<file path="config.mk">
export PLATFORM = sky130hd
export DESIGN_NAME = xadc_frame_top
export DESIGN_NICKNAME = d
export VERILOG_FILES = /design/src/verilog/adc_types_pkg.sv /design/src/verilog/frame_pkg.sv /design/src/verilog/adc_links.sv /design/src/verilog/adc_run_config.sv /design/src/verilog/frame_writer.sv /design/src/verilog/sample_sequencer.sv /design/src/verilog/word_packer.sv /design/src/verilog/xadc_frame_top.sv
export VERILOG_INCLUDE_DIRS = /design/src /design/src/include
export SDC_FILE = /design/constraint.sdc
export NUM_CORES = 1
export LEC_CHECK = 0
export BUFFER_PORTS_ARGS = -buffer_cell sky130_fd_sc_hd__buf_2
export CORE_MARGIN = 5
export CORE_UTILIZATION = 35
export CTS_CLUSTER_DIAMETER = 40
export DETAILED_ROUTE_END_ITERATION = 6
export PLACE_DENSITY = 0.54
export REMOVE_ABC_BUFFERS = 1
export SLEW_MARGIN = 20
export SYNTH_ARGS = -nofsm -noshare
export SYNTH_HDL_FRONTEND = slang
export SYNTH_HIERARCHICAL = 1
export SYNTH_SLANG_ARGS = --single-unit
</file>
<file path="constraint.sdc">
create_clock -name clk125 -period 10.3 [get_ports clk125]
set_clock_uncertainty 0.15 [all_clocks]
set_input_delay 1.03 -clock clk125 [delete_from_list [all_inputs] [get_ports clk125]]
set_output_delay 1.03 -clock clk125 [all_outputs]
set_load 0.01 [all_outputs]
</file>
<file path="src/include/adc_frame_params.svh">
`ifndef ADC_FRAME_PARAMS_SVH
`define ADC_FRAME_PARAMS_SVH

////////////////////////////////////////
// frame sizing
////////////////////////////////////////

// words in one frame before end_of_data is forced
`define ADC_MAX_FRAME_WORDS 150

// 12-bit results packed under the 4-bit header
`define ADC_SLOTS_PER_WORD 5

// channels walked when vmm_id selects all
`define ADC_NUM_CHANNELS 8

`endif

</file>
<file path="src/verilog/adc_types_pkg.sv">
`default_nettype none

package adc_types_pkg;

    ////////////////////////////////////////
    // converter side
    ////////////////////////////////////////

    // one conversion result
    typedef logic [11:0] sample_t;

    // front-end channel number, 0 to 7
    typedef logic [2:0] channel_t;

    ////////////////////////////////////////
    // run settings
    ////////////////////////////////////////

    typedef logic [10:0] sample_count_t;  // conversions per channel

    typedef logic [17:0] delay_t;         // idle cycles between conversions, minus one

    // low nibble above 7 means read every channel
    typedef logic [15:0] vmm_id_t;

endpackage

`default_nettype wire

</file>
<file path="src/verilog/frame_pkg.sv">
`default_nettype none

package frame_pkg;

    ////////////////////////////////////////
    // FIFO side
    ////////////////////////////////////////

    // header nibble plus five results
    typedef logic [63:0] word_t;

    typedef logic [2:0] slot_t;  // result position inside a word

    // words in the current frame, this one included
    typedef logic [11:0] frame_len_t;

endpackage

`default_nettype wire

</file>
<file path="src/verilog/adc_links.sv">
`timescale 1ns/1ps
`default_nettype none

////////////////////////////////////////
// sequencer to packer
////////////////////////////////////////

interface sample_if;
    import adc_types_pkg::*;

    logic     sample_valid;    // one-cycle strobe per result
    sample_t  sample_result;
    channel_t sample_channel;
    logic     sample_last;     // final sample of the channel
    logic     channel_done;    // word with the last sample has left

    modport source
    (
        output sample_valid, sample_result, sample_channel, sample_last,
        input  channel_done
    );

    modport sink
    (
        input  sample_valid, sample_result, sample_channel, sample_last,
        output channel_done
    );
endinterface

////////////////////////////////////////
// packer to writer
////////////////////////////////////////

interface word_if;
    import frame_pkg::*;

    logic  word_valid;     // one-cycle strobe per word
    word_t word_data;
    logic  word_last;      // closes the channel
    logic  word_written;   // pulse after a last word hits the FIFO

    modport source (output word_valid, word_data, word_last, input word_written);

    modport sink (input word_valid, word_data, word_last, output word_written);
endinterface

`default_nettype wire

</file>
<file path="src/verilog/adc_run_config.sv">
`timescale 1ns/1ps
`default_nettype none

`include "adc_frame_params.svh"

module adc_run_config
(
    input  logic                         clk125,
    input  logic                         rst,
    input  logic                         load,
    input  logic                         next_channel,
    input  adc_types_pkg::vmm_id_t       vmm_id,
    input  adc_types_pkg::sample_count_t sample_size,
    input  adc_types_pkg::delay_t        delay_in,
    output adc_types_pkg::channel_t      channel,
    output logic                         last_channel,
    output adc_types_pkg::sample_count_t run_samples,
    output adc_types_pkg::delay_t        run_delay
);
    import adc_types_pkg::*;

    localparam channel_t last_ch = channel_t'(`ADC_NUM_CHANNELS - 1);

    logic all_channels;  // walking 0..7 instead of one channel

    always_ff @(posedge clk125)
    begin
        if (rst)
        begin
            all_channels <= 1'b0;
            channel      <= '0;
        end
        else if (load)
        begin
            all_channels <= (vmm_id[3:0] > 4'd7);
            channel      <= (vmm_id[3:0] > 4'd7) ? '0 : vmm_id[2:0];
        end
        else if (next_channel && !last_channel)
            channel <= channel + 3'd1;
    end

    // settings only sampled at run start
    always_ff @(posedge clk125)
    begin
        if (load)
        begin
            run_samples <= sample_size;
            run_delay   <= delay_in;
        end
    end

    assign last_channel = !all_channels || (channel == last_ch);

endmodule

`default_nettype wire

</file>
<file path="src/verilog/frame_writer.sv">
`timescale 1ns/1ps
`default_nettype none

`include "adc_frame_params.svh"

module frame_writer
(
    input  logic                    clk125,
    input  logic                    rst,
    word_if.sink                    wrd,
    output frame_pkg::word_t        fifo_bus,
    output logic                    data_fifo_enable,
    output frame_pkg::frame_len_t   packet_len,
    output logic                    end_of_data
);
    import frame_pkg::*;

    frame_len_t word_cnt;    // words already in this frame
    frame_len_t next_len;
    logic       frame_end;
    logic       last_q;      // word on the bus closes a channel

    assign next_len  = word_cnt + 12'd1;
    assign frame_end = wrd.word_last || (next_len == frame_len_t'(`ADC_MAX_FRAME_WORDS));

    always_ff @(posedge clk125)
    begin
        if (rst)
        begin
            word_cnt         <= '0;
            last_q           <= 1'b0;
            data_fifo_enable <= 1'b0;
            end_of_data      <= 1'b0;
            wrd.word_written <= 1'b0;
        end
        else
        begin
            data_fifo_enable <= wrd.word_valid;
            end_of_data      <= wrd.word_valid && frame_end;
            wrd.word_written <= data_fifo_enable && last_q;  // cycle after the strobe
            if (wrd.word_valid)
            begin
                word_cnt <= frame_end ? '0 : next_len;
                last_q   <= wrd.word_last;
            end
        end
    end

    // bus and length change only with a strobe
    always_ff @(posedge clk125)
    begin
        if (wrd.word_valid)
        begin
            fifo_bus   <= wrd.word_data;
            packet_len <= next_len;
        end
    end

endmodule

`default_nettype wire

</file>
<file path="src/verilog/sample_sequencer.sv">
`timescale 1ns/1ps
`default_nettype none

module sample_sequencer
(
    input  logic                         clk125,
    input  logic                         rst,
    input  logic                         data_in_rdy,
    input  logic                         udp_done,
    input  logic                         conv_done,
    input  adc_types_pkg::sample_t       conv_result,
    output logic                         conv_start,
    output adc_types_pkg::channel_t      conv_channel,
    output logic                         busy,
    output logic                         load,
    output logic                         next_channel,
    input  adc_types_pkg::channel_t      channel,
    input  logic                         last_channel,
    input  adc_types_pkg::sample_count_t run_samples,
    input  adc_types_pkg::delay_t        run_delay,
    sample_if.source                     smp
);
    import adc_types_pkg::*;

    typedef enum logic [2:0]
    {
        st_idle,
        st_convert,
        st_wait_conv,
        st_space,
        st_wait_channel,
        st_wait_release
    } state_t;

    state_t        state;
    sample_count_t smp_cnt;   // results taken on this channel
    delay_t        dly_cnt;
    logic          last_smp;

    assign last_smp = (smp_cnt + 11'd1) >= run_samples;

    assign load         = (state == st_idle) && data_in_rdy;
    assign next_channel = (state == st_wait_channel) && smp.channel_done && !last_channel;
    assign conv_start   = (state == st_convert);  // one cycle per visit
    assign conv_channel = channel;                // only moves between channels
    assign busy         = (state != st_idle);

    ////////////////////////////////////////
    // run FSM
    ////////////////////////////////////////

    always_ff @(posedge clk125)
    begin
        if (rst)
        begin
            state            <= st_idle;
            smp_cnt          <= '0;
            dly_cnt          <= '0;
            smp.sample_valid <= 1'b0;
        end
        else
        begin
            smp.sample_valid <= 1'b0;
            case (state)
                st_idle:
                    if (data_in_rdy)
                    begin
                        smp_cnt <= '0;
                        state   <= st_convert;
                    end
                st_convert:
                    state <= st_wait_conv;
                st_wait_conv:
                    if (conv_done)
                    begin
                        smp.sample_valid <= 1'b1;
                        smp_cnt          <= smp_cnt + 11'd1;
                        dly_cnt          <= '0;
                        state            <= last_smp ? st_wait_channel : st_space;
                    end
                st_space:
                    if (dly_cnt == run_delay)
                        state <= st_convert;
                    else
                        dly_cnt <= dly_cnt + 18'd1;
                st_wait_channel:   // hold until the closing word is in the FIFO
                    if (smp.channel_done)
                    begin
                        if (last_channel)
                            state <= st_wait_release;
                        else
                        begin
                            smp_cnt <= '0;
                            state   <= st_convert;
                        end
                    end
                st_wait_release:
                    if (!data_in_rdy && udp_done)
                        state <= st_idle;
                default:
                    state <= st_idle;
            endcase
        end
    end

    // result and tags ride with sample_valid
    always_ff @(posedge clk125)
    begin
        if ((state == st_wait_conv) && conv_done)
        begin
            smp.sample_result  <= conv_result;
            smp.sample_channel <= channel;
            smp.sample_last    <= last_smp;
        end
    end

endmodule

`default_nettype wire

</file>
<file path="src/verilog/word_packer.sv">
`timescale 1ns/1ps
`default_nettype none

`include "adc_frame_params.svh"

module word_packer
(
    input  logic     clk125,
    input  logic     rst,
    sample_if.sink   smp,
    word_if.source   wrd
);
    import frame_pkg::*;

    localparam slot_t top_slot = slot_t'(`ADC_SLOTS_PER_WORD - 1);

    slot_t slot_cnt;    // next free slot
    word_t acc;         // word being filled
    word_t next_word;
    logic  emit;

    ////////////////////////////////////////
    // slot insert
    ////////////////////////////////////////

    always_comb
    begin
        next_word        = acc;
        next_word[63:60] = {1'b0, smp.sample_channel};  // header nibble
        for (int k = 0; k < `ADC_SLOTS_PER_WORD; k++)
        begin
            if (slot_cnt == slot_t'(k))
                next_word[12*k +: 12] = smp.sample_result;
        end
    end

    // full word or end of channel
    assign emit = smp.sample_valid && (smp.sample_last || (slot_cnt == top_slot));

    always_ff @(posedge clk125)
    begin
        if (rst)
        begin
            slot_cnt       <= '0;
            acc            <= '0;
            wrd.word_valid <= 1'b0;
        end
        else
        begin
            wrd.word_valid <= emit;
            if (smp.sample_valid)
            begin
                if (emit)
                begin
                    acc      <= '0;  // unused slots stay zero
                    slot_cnt <= '0;
                end
                else
                begin
                    acc      <= next_word;
                    slot_cnt <= slot_cnt + 3'd1;
                end
            end
        end
    end

    always_ff @(posedge clk125)
    begin
        if (emit)
        begin
            wrd.word_data <= next_word;
            wrd.word_last <= smp.sample_last;
        end
    end

    assign smp.channel_done = wrd.word_written;

endmodule

`default_nettype wire

</file>
<file path="src/verilog/xadc_frame_top.sv">
`timescale 1ns/1ps
`default_nettype none

module xadc_frame_top
(
    input  logic                         clk125,
    input  logic                         rst,
    input  logic                         data_in_rdy,
    input  adc_types_pkg::vmm_id_t       vmm_id,
    input  adc_types_pkg::sample_count_t sample_size,
    input  adc_types_pkg::delay_t        delay_in,
    input  logic                         udp_done,
    input  logic                         conv_done,
    input  adc_types_pkg::sample_t       conv_result,
    output logic                         conv_start,
    output adc_types_pkg::channel_t      conv_channel,
    output logic                         busy,
    output frame_pkg::word_t             fifo_bus,
    output logic                         data_fifo_enable,
    output frame_pkg::frame_len_t        packet_len,
    output logic                         end_of_data
);
    import adc_types_pkg::*;

    logic          load;
    logic          next_channel;
    channel_t      channel;
    logic          last_channel;
    sample_count_t run_samples;
    delay_t        run_delay;

    sample_if smp_link ();
    word_if   wrd_link ();

    ////////////////////////////////////////
    // run control
    ////////////////////////////////////////

    adc_run_config cfg0
    (
        .clk125       (clk125),
        .rst          (rst),
        .load         (load),
        .next_channel (next_channel),
        .vmm_id       (vmm_id),
        .sample_size  (sample_size),
        .delay_in     (delay_in),
        .channel      (channel),
        .last_channel (last_channel),
        .run_samples  (run_samples),
        .run_delay    (run_delay)
    );

    sample_sequencer seq0
    (
        .clk125       (clk125),
        .rst          (rst),
        .data_in_rdy  (data_in_rdy),
        .udp_done     (udp_done),
        .conv_done    (conv_done),
        .conv_result  (conv_result),
        .conv_start   (conv_start),
        .conv_channel (conv_channel),
        .busy         (busy),
        .load         (load),
        .next_channel (next_channel),
        .channel      (channel),
        .last_channel (last_channel),
        .run_samples  (run_samples),
        .run_delay    (run_delay),
        .smp          (smp_link.source)
    );

    ////////////////////////////////////////
    // data path to the FIFO
    ////////////////////////////////////////

    word_packer pack0
    (
        .clk125 (clk125),
        .rst    (rst),
        .smp    (smp_link.sink),
        .wrd    (wrd_link.source)
    );

    frame_writer wr0
    (
        .clk125           (clk125),
        .rst              (rst),
        .wrd              (wrd_link.sink),
        .fifo_bus         (fifo_bus),
        .data_fifo_enable (data_fifo_enable),
        .packet_len       (packet_len),
        .end_of_data      (end_of_data)
    );

endmodule

`default_nettype wire
</file>
Yosys cells after proc, flatten, opt, wreduce, memory -nomap -nowiden --
Index checks and enable logic that the tools add are counted.
Word-level totals: bits in registers 301, input bits 62, output and inout port bits 83, word-level logic and storage cells 103
Cells by class: add/sub/neg operators 5, magnitude comparators 2, equality and inequality tests 19, mux-type cells 28, bitwise gates (word level) 1, reduce and logical (&&, ||, !) cells 25
Operators with widths (number):
- $mux W12 | 6
- $mux W60 | 1
- $mux W11 | 4
- $mux W18 | 2
- $pmux W18 S2 | 1
- $mux W3 | 11
- $pmux W11 S3 | 1
- $add A18 B1 Y18 const B | 1
- $eq A18 B18 Y1 | 1
- $pmux W3 S6 | 1
- $add A12 B1 Y12 const B | 1
- $eq A12 B8 Y1 const B | 1
- $eq A3 B2 Y1 const B | 4
- $eq A3 B3 Y1 const B | 4
- $add A11 B1 Y11 const B | 1
- $ge A11 B11 Y1 | 1
- $reduce_and A5 Y1 | 2
- $logic_and A1 B1 Y1 | 9
- $ne A2 B2 Y1 const B | 4
- $add A3 B1 Y3 const B | 2
- $eq A3 B1 Y1 const B | 2
- $logic_not A3 Y1 | 2
- $ne A2 B1 Y1 const B | 3
- $reduce_bool A3 Y1 | 2
- 8 further kinds | 13

Depth between registers and ports, before layout --
Gate-level depths: netlist of the first run.
depth in word-level cells 7, depth in mapped cells 12, depth with buffers taken out 12

Cells and area by module --
Netlist of the first run, hierarchy kept.
By module, submodules not included:
- word_packer | instances 1, cells each 330, area each 4901.0 sq um, sequential area each 3203.1 sq um
- frame_writer | instances 1, cells each 189, area each 3196.8 sq um, sequential area each 2602.5 sq um
- sample_sequencer | instances 1, cells each 325, area each 2850.2 sq um, sequential area each 1141.1 sq um
- adc_run_config | instances 1, cells each 55, area each 1121.1 sq um, sequential area each 950.9 sq um

Worst setup path after synthesis of the first run --
No wires, ideal clock.
path type input port to flip-flop, start point input port data_in_rdy, end point register cfg0.channel[2], arrival 3.153 ns, data required time 10.077 ns, slack 6.924 ns, stages 6, cells stage by stage inv_1 -> nor2_1 -> buf_2 -> nand2_1 -> o221a_1 -> nor3_2
Between the ends: word-level cells in the longest chain between the ends 2, elaborated cells between the ends (all ways) 3
Ends and longest elaborated chain:
- start, declared | line xadc_frame_top.sv:8 | input logic data_in_rdy,
- $logic_and A1 B1 Y1 * | line sample_sequencer.sv:42 | assign load = (state == st_idle) && data_in_rdy;
- net load | line xadc_frame_top.sv:25 | logic load;
- $mux W3 / $reduce_bool A2 Y1 (equally long branches)
- end signal, assigned | line adc_run_config.sv:36 | channel <= (vmm_id[3:0] > 4'd7) ? '0 : vmm_id[2:0];
- end signal, assigned | line adc_run_config.sv:39 | channel <= channel + 3'd1;
- end, declared | line adc_run_config.sv:15 | output adc_types_pkg::channel_t channel,
Mark *: on every way through the listed nets, which the timed path passes. The rest lies on a longest branch. A chain may end at the register's enable or synchronous reset.

Final worst setup path of the first run --
start point register seq0.smp_cnt[0], end point register seq0.state[1]
Between the ends: word-level cells in the longest chain between the ends 5
Ends and longest elaborated chain:
- start, declared | line sample_sequencer.sv:36 | sample_count_t smp_cnt;
- start signal, assigned | line sample_sequencer.sv:77 | smp_cnt <= smp_cnt + 11'd1;
- $add A11 B1 Y11 | line sample_sequencer.sv:40 | assign last_smp = (smp_cnt + 11'd1) >= run_samples;
- $ge A11 B11 Y1 | line sample_sequencer.sv:40
- net seq0.last_smp | line sample_sequencer.sv:38 | logic last_smp;
- $mux W3 | line sample_sequencer.sv:79 | state <= last_smp ? st_wait_channel : st_space;
- $mux W3 | line sample_sequencer.sv:74 | if (conv_done)
- $pmux W3 S6 | line sample_sequencer.sv:64 | case (state)
- end signal, assigned | line sample_sequencer.sv:69 | state <= st_convert;
- end signal, assigned | line sample_sequencer.sv:79
- end signal, assigned | line sample_sequencer.sv:83 | state <= st_convert;
- end, declared | line sample_sequencer.sv:35 | state_t state;
The timed path passes the listed nets, and every way through them passes these cells. The select of a mux whose other input is x is not followed.

==> results of run 1 <==
-- area by class of cell --
class / count / area share [%]
Clock buffer: 51 / 7.79
Clock inverter: 27 / 1.79
Inverter: 27 / 0.701
Multi-Input combinational cell: 524 / 26.3
Sequential cell: 302 / 54.7
Tap cell: 455 / 3.94
Timing Repair Buffer: 137 / 4.83
-- stage by stage --
| stage | setup WS [ps] | power (mW) | utilization [%] |
|---|---|---|---|
| global route | 6770 | 3.01 | 42.1 |
| finish | 7090 | 2.88 | 42.1 |
| floorplan | 6630 | 1.46 | - |
| global placement | 6820 | 1.52 | 38.1 |
| detailed placement | 6800 | 1.52 | 38.1 |
| CTS | 7100 | 2.94 | 42.1 |
-- worst reg2reg max path, cell delays in order, from the launching register on --
cell	delay, ps
dfxtp_1	440
ha_1	270
nand3_1	150
nor2_1	320
nand3_1	190
xnor2_1	220
ha_1	280
a21o_1	180
a21o_1	170
a21oi_1	130
o21ai_0	270
nand2b_1	240
a21oi_1	160
-- worst max path at each step --
stage | cells after the start | end | slack, ps | from
after floorplan | 5 | wr0/word_cnt[5] | 6630 | pack0/wrd.word_valid
after global placement | 8 | seq0/dly_cnt[11] | 6820 | conv_done
after detailed placement | 8 | seq0/dly_cnt[11] | 6800 | conv_done
after CTS | 12 | seq0/state[1] | 7100 | seq0/smp_cnt[0]
after global routing | 12 | seq0/state[1] | 6770 | seq0/smp_cnt[0]
final | 12 | seq0/state[1] | 7090 | seq0/smp_cnt[0]
-- per-layer routing --
| layer | up-vias | part of all wire [%] | GRT usage [%] |
|---|---|---|---|
| met4 | 2 | 2.2 | 3.65 |
| met2 | 178 | 44 | 19.7 |
| li1 | 3606 | - | - |
| met5 | - | 0.053 | 0 |
| met3 | 48 | 5.5 | 2.92 |
| met1 | 3442 | 48 | 17.7 |
-- synth_stat cells (3+ instances only) --
cell type	n	area share, %
a211o_1	3	0.22
a21o_1	6	0.37
a21oi_1	41	1.7
a22o_1	36	2.6
a22oi_1	8	0.50
and2_1	15	0.78
and2_2	3	0.19
and3_1	3	0.16
buf_1	3	0.093
buf_2	14	0.58
buf_4	9	0.56
buf_6	8	0.75
clkbuf_1	11	0.34
dfxtp_1	117	19
edfxtp_1	185	46
ha_1	22	2.3
inv_1	26	0.81
mux2_2	59	5.5
mux2i_1	4	0.33
nand2_1	38	1.2
nand2b_1	23	1.2
nand3_1	33	1.4
nand3b_1	10	0.62
nand4_1	7	0.36
nor2_1	49	1.5
nor2b_1	7	0.36
nor3_1	13	0.54
nor4_1	5	0.26
nor4_2	5	0.52
o21ai_0	28	1.2
o31ai_1	10	0.62
o41ai_1	4	0.29
or2_2	3	0.16
or3_1	7	0.36
or4_1	3	0.19
xnor2_1	13	0.94
xor2_1	27	2.0
-- where the power goes --
part           switching, mW  internal [mW]
sequential            0.0297           1.32
combinational         0.0883         0.0495
clock                  0.541          0.850
total                  0.659           2.22
-- state kept, by name (all words and copies together), names as in the netlist, 12 cells and up --
signal	cells
seq0/dly_cnt	18
wr0/fifo_bus	64
seq0/smp.sample_result	12
wr0/word_cnt	12
pack0/acc	60
cfg0/run_delay	18
wr0/packet_len	12
pack0/wrd.word_data	63
-- kinds of logic (layout without fill, tap and decap cells) --
logic type               count (synthesis)  in the layout
XOR/XNOR                                40             40
other                                    1              1
AND/OR/NAND/NOR                        239            239
multiplexers                            65             65
buffers and inverters                   73            242
AO/OA/AOI/OAI                          157            157
flip-flops                             302            302
adder cells (fa/ha/maj)                 22             22
==> metrics.txt, run 1 <==
status=finished clean; most used flip-flop cell after synthesis=edfxtp_1; DP Wirelength=16000 µm; final worst path period need=3210 ps; final setup TNS=0 ps; Syn. warnings=6; share of post-route cells with drive strength above 1=27.8%; Hold Fails Final Rpt=0; highest-count cells in the layout ignoring fill and taps=edfxtp_1 (185), buf_2 (132), dfxtp_1 (116); VDD IR max=around 130 µV; worst hold path depth=0; CP max stage delay=440 ps; multi-input logic area=3800 µm²; die area=approximately 38000 µm²; MaxCap Viol Count=0; Critical R2R Capture=seq0/state[1]; GRT Total Usage=12.6%; Detailed Route WL=roughly 25000 µm; clk slew on worst S/H paths=roughly 60 ps; First-pass DRT Iterations=5; vias per std cell=4.78; Non-Filler Instances=1523; Initial DRC Count=511; post-CTS setup buffer count=0; Fillers=3172; CTS sink cnt=around 300; TritonCTS clock tree=yes; Synth Area per Inst=13.4 µm²; antenna viol nets, final=0; asr flop ratio synth=0%; largest net degree at the start of global routing=70; post-synthesis compound-gate area fraction=under 10%; first-pass GRT wire length=39200 µm; CP Cell Sequence=ha_1 > nand3_1 > nor2_1 > nand3_1 > xnor2_1 > ha_1 > a21o_1 > a21o_1 > a21oi_1 > o21ai_0 > nand2b_1 > a21oi_1; Cell Pwr Density=200 nW/µm²; commonest non-fill, non-tap cell in the layout=edfxtp_1; data required time of the critical path=10600 ps; Simple-Gate Fraction of Synth Area=11.0%; Worst path slowest cell=dfxtp_1; register area share after synthesis=approximately 65%; setup slack, reg-to-reg=7090 ps; RR Startpoint=seq0/smp_cnt[0]; hold path endpoint=wr0/fifo_bus[43]; Slew headroom=35.0%; XOR/XNOR Fraction of Synth Area=2.90%; Pleak=5.42 nW; placed cells=1445; f_max=between 0.3 and 0.4 GHz; worst-path fanout max=6; total gr overflow=0; Root Buffer=clkbuf_16; Worst Path Class, Setup=reg -> reg; Setup crit end kind=register; adder-cell area share of the yosys netlist=2.28%; RePlAce Congestion=roughly 0.8; worst skew pair latency=520 ps; register area=7900 µm²; wire length per cell=around 16 µm; vias in the first global route=7043; # DRC=0; final setup fails=0; Finished Cell Area=roughly 14000 µm²; FF+latch count, synth=roughly 300; post-synthesis mux area share=6.02%; Initial Util=35.2%; Register-to-Register Path Depth=12; initial antenna violation count=1; CP Buf/Inv Count=0; Die Height=196 µm; die width=a little under 200 µm; number of antenna diodes=0; startpoint types=register; worst hold start=pack0/wrd.word_data[43]; clk buf depth=3; Layout area overhead=19.7%; CTS resizes=0; Arrival @ worst endpoint=3500 ps; placed cell areas=13100 µm²; port bufs=132; Hold Path Class=reg -> reg; Final period util=31.1%; core area=34300 µm²; cts bufs inserted=43; largest family of logic cells by synthesized area=simple AND/OR/NAND/NOR gates; hold_buf cts=0; row count=around 70; Hold Slack=252 ps; Tightest Pin Transition=975 ps; EDFF count, synth=185; Post-Syn Area=12100 µm²; Slew Viols, Final=0; # IOs=about 150; Mapped Cells=899; RSZ-0062 raised after global routing=no; Final Net Count=1119; H-Tree Depth=2; delay-heaviest family, CP=compound AO/OA/AOI/OAI gates; Netlist cell types=70; via count=about 7300
Note: power is estimated with default switching activity, not from simulation.
==> run 2: changes to the inputs <==
==> constraint.sdc (replaced) <==
create_clock -name clk125 -period 3.27 [get_ports clk125]
set_clock_uncertainty 0.15 [all_clocks]
set_input_delay 0.327 -clock clk125 [delete_from_list [all_inputs] [get_ports clk125]]
set_output_delay 0.327 -clock clk125 [all_outputs]
set_load 0.01 [all_outputs]
==> run 2 against run 1 <==
  * Routed wire length increased by 4.0%
  * Design area increased by 3.3%
  * Clock power increased to 3.1 times the previous value
  * Critical path type unchanged
==> metrics.txt, run 2 (synthesis results as in run 1) <==
post-CTS setup buffer count=0 (unchanged); # IOs=145 (unchanged); Layout area overhead=23.7% (was 19.7%); Die Height=196 µm (unchanged); final setup fails=0 (unchanged); Hold Path Class=in -> reg (was reg -> reg); Initial DRC Count=485 (was 511); vias per std cell=4.76 (was 4.78); Slew headroom=46.2% (was 35.0%); Hold Slack=46.6 ps (was 252 ps); largest net degree at the start of global routing=44 (was 70); Setup crit end kind=register (unchanged); First-pass DRT Iterations=5 (unchanged); highest-count cells in the layout ignoring fill and taps=edfxtp_1 (185), buf_2 (132), dfxtp_1 (116) (unchanged); Hold Fails Final Rpt=0 (unchanged); biggest regs=wr0/fifo_bus: 64 flops, pack0/wrd.word_data: 63 flops, pack0/acc: 60 flops (unchanged); Overall Power=9.07 mW (was 2.88 mW); Pleak=5.61 nW (was 5.42 nW); commonest non-fill, non-tap cell in the layout=edfxtp_1 (unchanged); GRT Total Usage=13.2% (was 12.6%); antenna viol nets, final=0 (unchanged); status=finished clean (unchanged); Final period util=85.3% (was 31.1%); Worst Path Class, Setup=reg -> reg (unchanged); port bufs=132 (unchanged); cts bufs inserted=42 (was 43); hold_buf cts=44 (was 0); Critical R2R Capture=seq0/state[1] (unchanged); clk slew on worst S/H paths=60 ps (about the same); DP Wirelength=16400 µm (was 16000 µm); die width=196 µm (unchanged); H-Tree Depth=2 (unchanged); Initial Util=35.2% (unchanged); worst hold start=udp_done (was pack0/wrd.word_data[43]); RePlAce Congestion=0.795 (was 0.809); Reg with most FFs=wr0/fifo_bus (unchanged); number of antenna diodes=0 (unchanged); Tightest Pin Transition=804 ps (was 975 ps); startpoint types=register (unchanged); first-pass GRT wire length=40700 µm (was 39200 µm); Register-to-Register Path Depth=12 (unchanged); setup slack, reg-to-reg=480 ps (was 7090 ps); total gr overflow=0 (unchanged); final setup TNS=0 ps (unchanged); wire length per cell=16.3 µm (was 16.2 µm); Root Buffer=clkbuf_16 (unchanged); worst skew pair latency=540 ps (was 520 ps); Detailed Route WL=25700 µm (was 24700 µm); placed cells=1455 (was 1445); initial antenna violation count=0 (was 1); row count=68 (unchanged); data required time of the critical path=3590 ps (was 10600 ps); final worst path period need=2790 ps (was 3210 ps); Arrival @ worst endpoint=3110 ps (was 3500 ps); Cell Pwr Density=607 nW/µm² (was 200 nW/µm²); Fillers=3171 (was 3172); RR Startpoint=seq0/smp_cnt[0] (unchanged); Slew Viols, Final=0 (unchanged); vias in the first global route=7374 (was 7043); clk buf depth=3 (unchanged); MaxCap Viol Count=0 (unchanged); worst hold path depth=4 (was 0); via count=7499 (was 7276); max reg flops=64 (unchanged); TritonCTS clock tree=yes (unchanged); worst-path fanout max=6 (unchanged); die area=38300 µm² (unchanged); f_max=0.358 GHz (was 0.312 GHz); Non-Filler Instances=1576 (was 1523); # DRC=0 (unchanged); hold path endpoint=seq0/state[0] (was wr0/fifo_bus[43]); core area=34300 µm² (unchanged); RSZ-0062 raised after global routing=no (unchanged); CTS sink cnt=302 (unchanged); VDD IR max=360 µV (was 131 µV); Final Net Count=1172 (was 1119); share of post-route cells with drive strength above 1=26.9% (was 27.8%); CTS resizes=0 (unchanged)
run 2: changes by cell type in the layout (fill, tap and decap cells not counted), moves of 2 or more:
cell,before,now
dlygate4sd3_1,0,44
buf_4,5,15
inv_6,7,2
clkinvlp_4,1,4
inv_8,5,8
clkbuf_8,2,0
clkinv_1,1,3
clkinv_2,7,5
run 2: routing by layer:
metal	routed length, µm	track usage, %	share of wire (%)
met1	12200	18.6	48
met2	11600	20.4	45
met3	1490	3.09	5.8
met4	404	3.72	1.6
met5	0	0	0
run 2: worst max-delay path, stage by stage, from the launching register on:
cell      delay, ps
dfxtp_1         420
ha_1            260
nand3_1         130
nor2_1          160
nand3_1         150
xnor2_1         160
ha_1            290
a21o_1          180
a21o_1          170
a21oi_1         130
o21ai_0         190
nand2b_1        200
a21oi_1         130
run 2: power breakdown:
part,switching [mW],internal [mW]
Combinational,0.292,0.202
Sequential,0.0984,4.17
Clock,1.78,2.53
run 2: stage by stage:
step           utilization (%)  instance area (µm²)  setup slack (ps)
2_1_floorplan                -                11800              -399
3_3_place_gp              38.3                13100               493
3_5_place_dp              38.3                13100               489
4_1_cts                   43.6                14900               480
5_1_grt                   43.6                14900               220
6_report                  43.6                14900               479
run 2: cell type report:
type                       instances  area (µm²)  area share (%)
multi-input combinational        524        3790            25.4
sequential                       302        7900            52.9
clock buffer                      49        1080            7.21
timing repair buffer             191        1210            8.13
tap                              455         569            3.81
inverter                          27         101           0.679
clock inverter                    28         277            1.85
run 2: how the worst max path moves through the flow:
stage                         startpoint              end  slack, ps  depth (start not counted)
floorplan           pack0/wrd.word_valid  wr0/word_cnt[5]       -400                          5
finish                   seq0/smp_cnt[0]    seq0/state[1]        480                         12
global placement         seq0/smp_cnt[0]    seq0/state[1]        490                         12
CTS                      seq0/smp_cnt[0]    seq0/state[1]        480                         12
global route             seq0/smp_cnt[0]    seq0/state[2]        220                         12
detailed placement       seq0/smp_cnt[0]    seq0/state[1]        490                         12
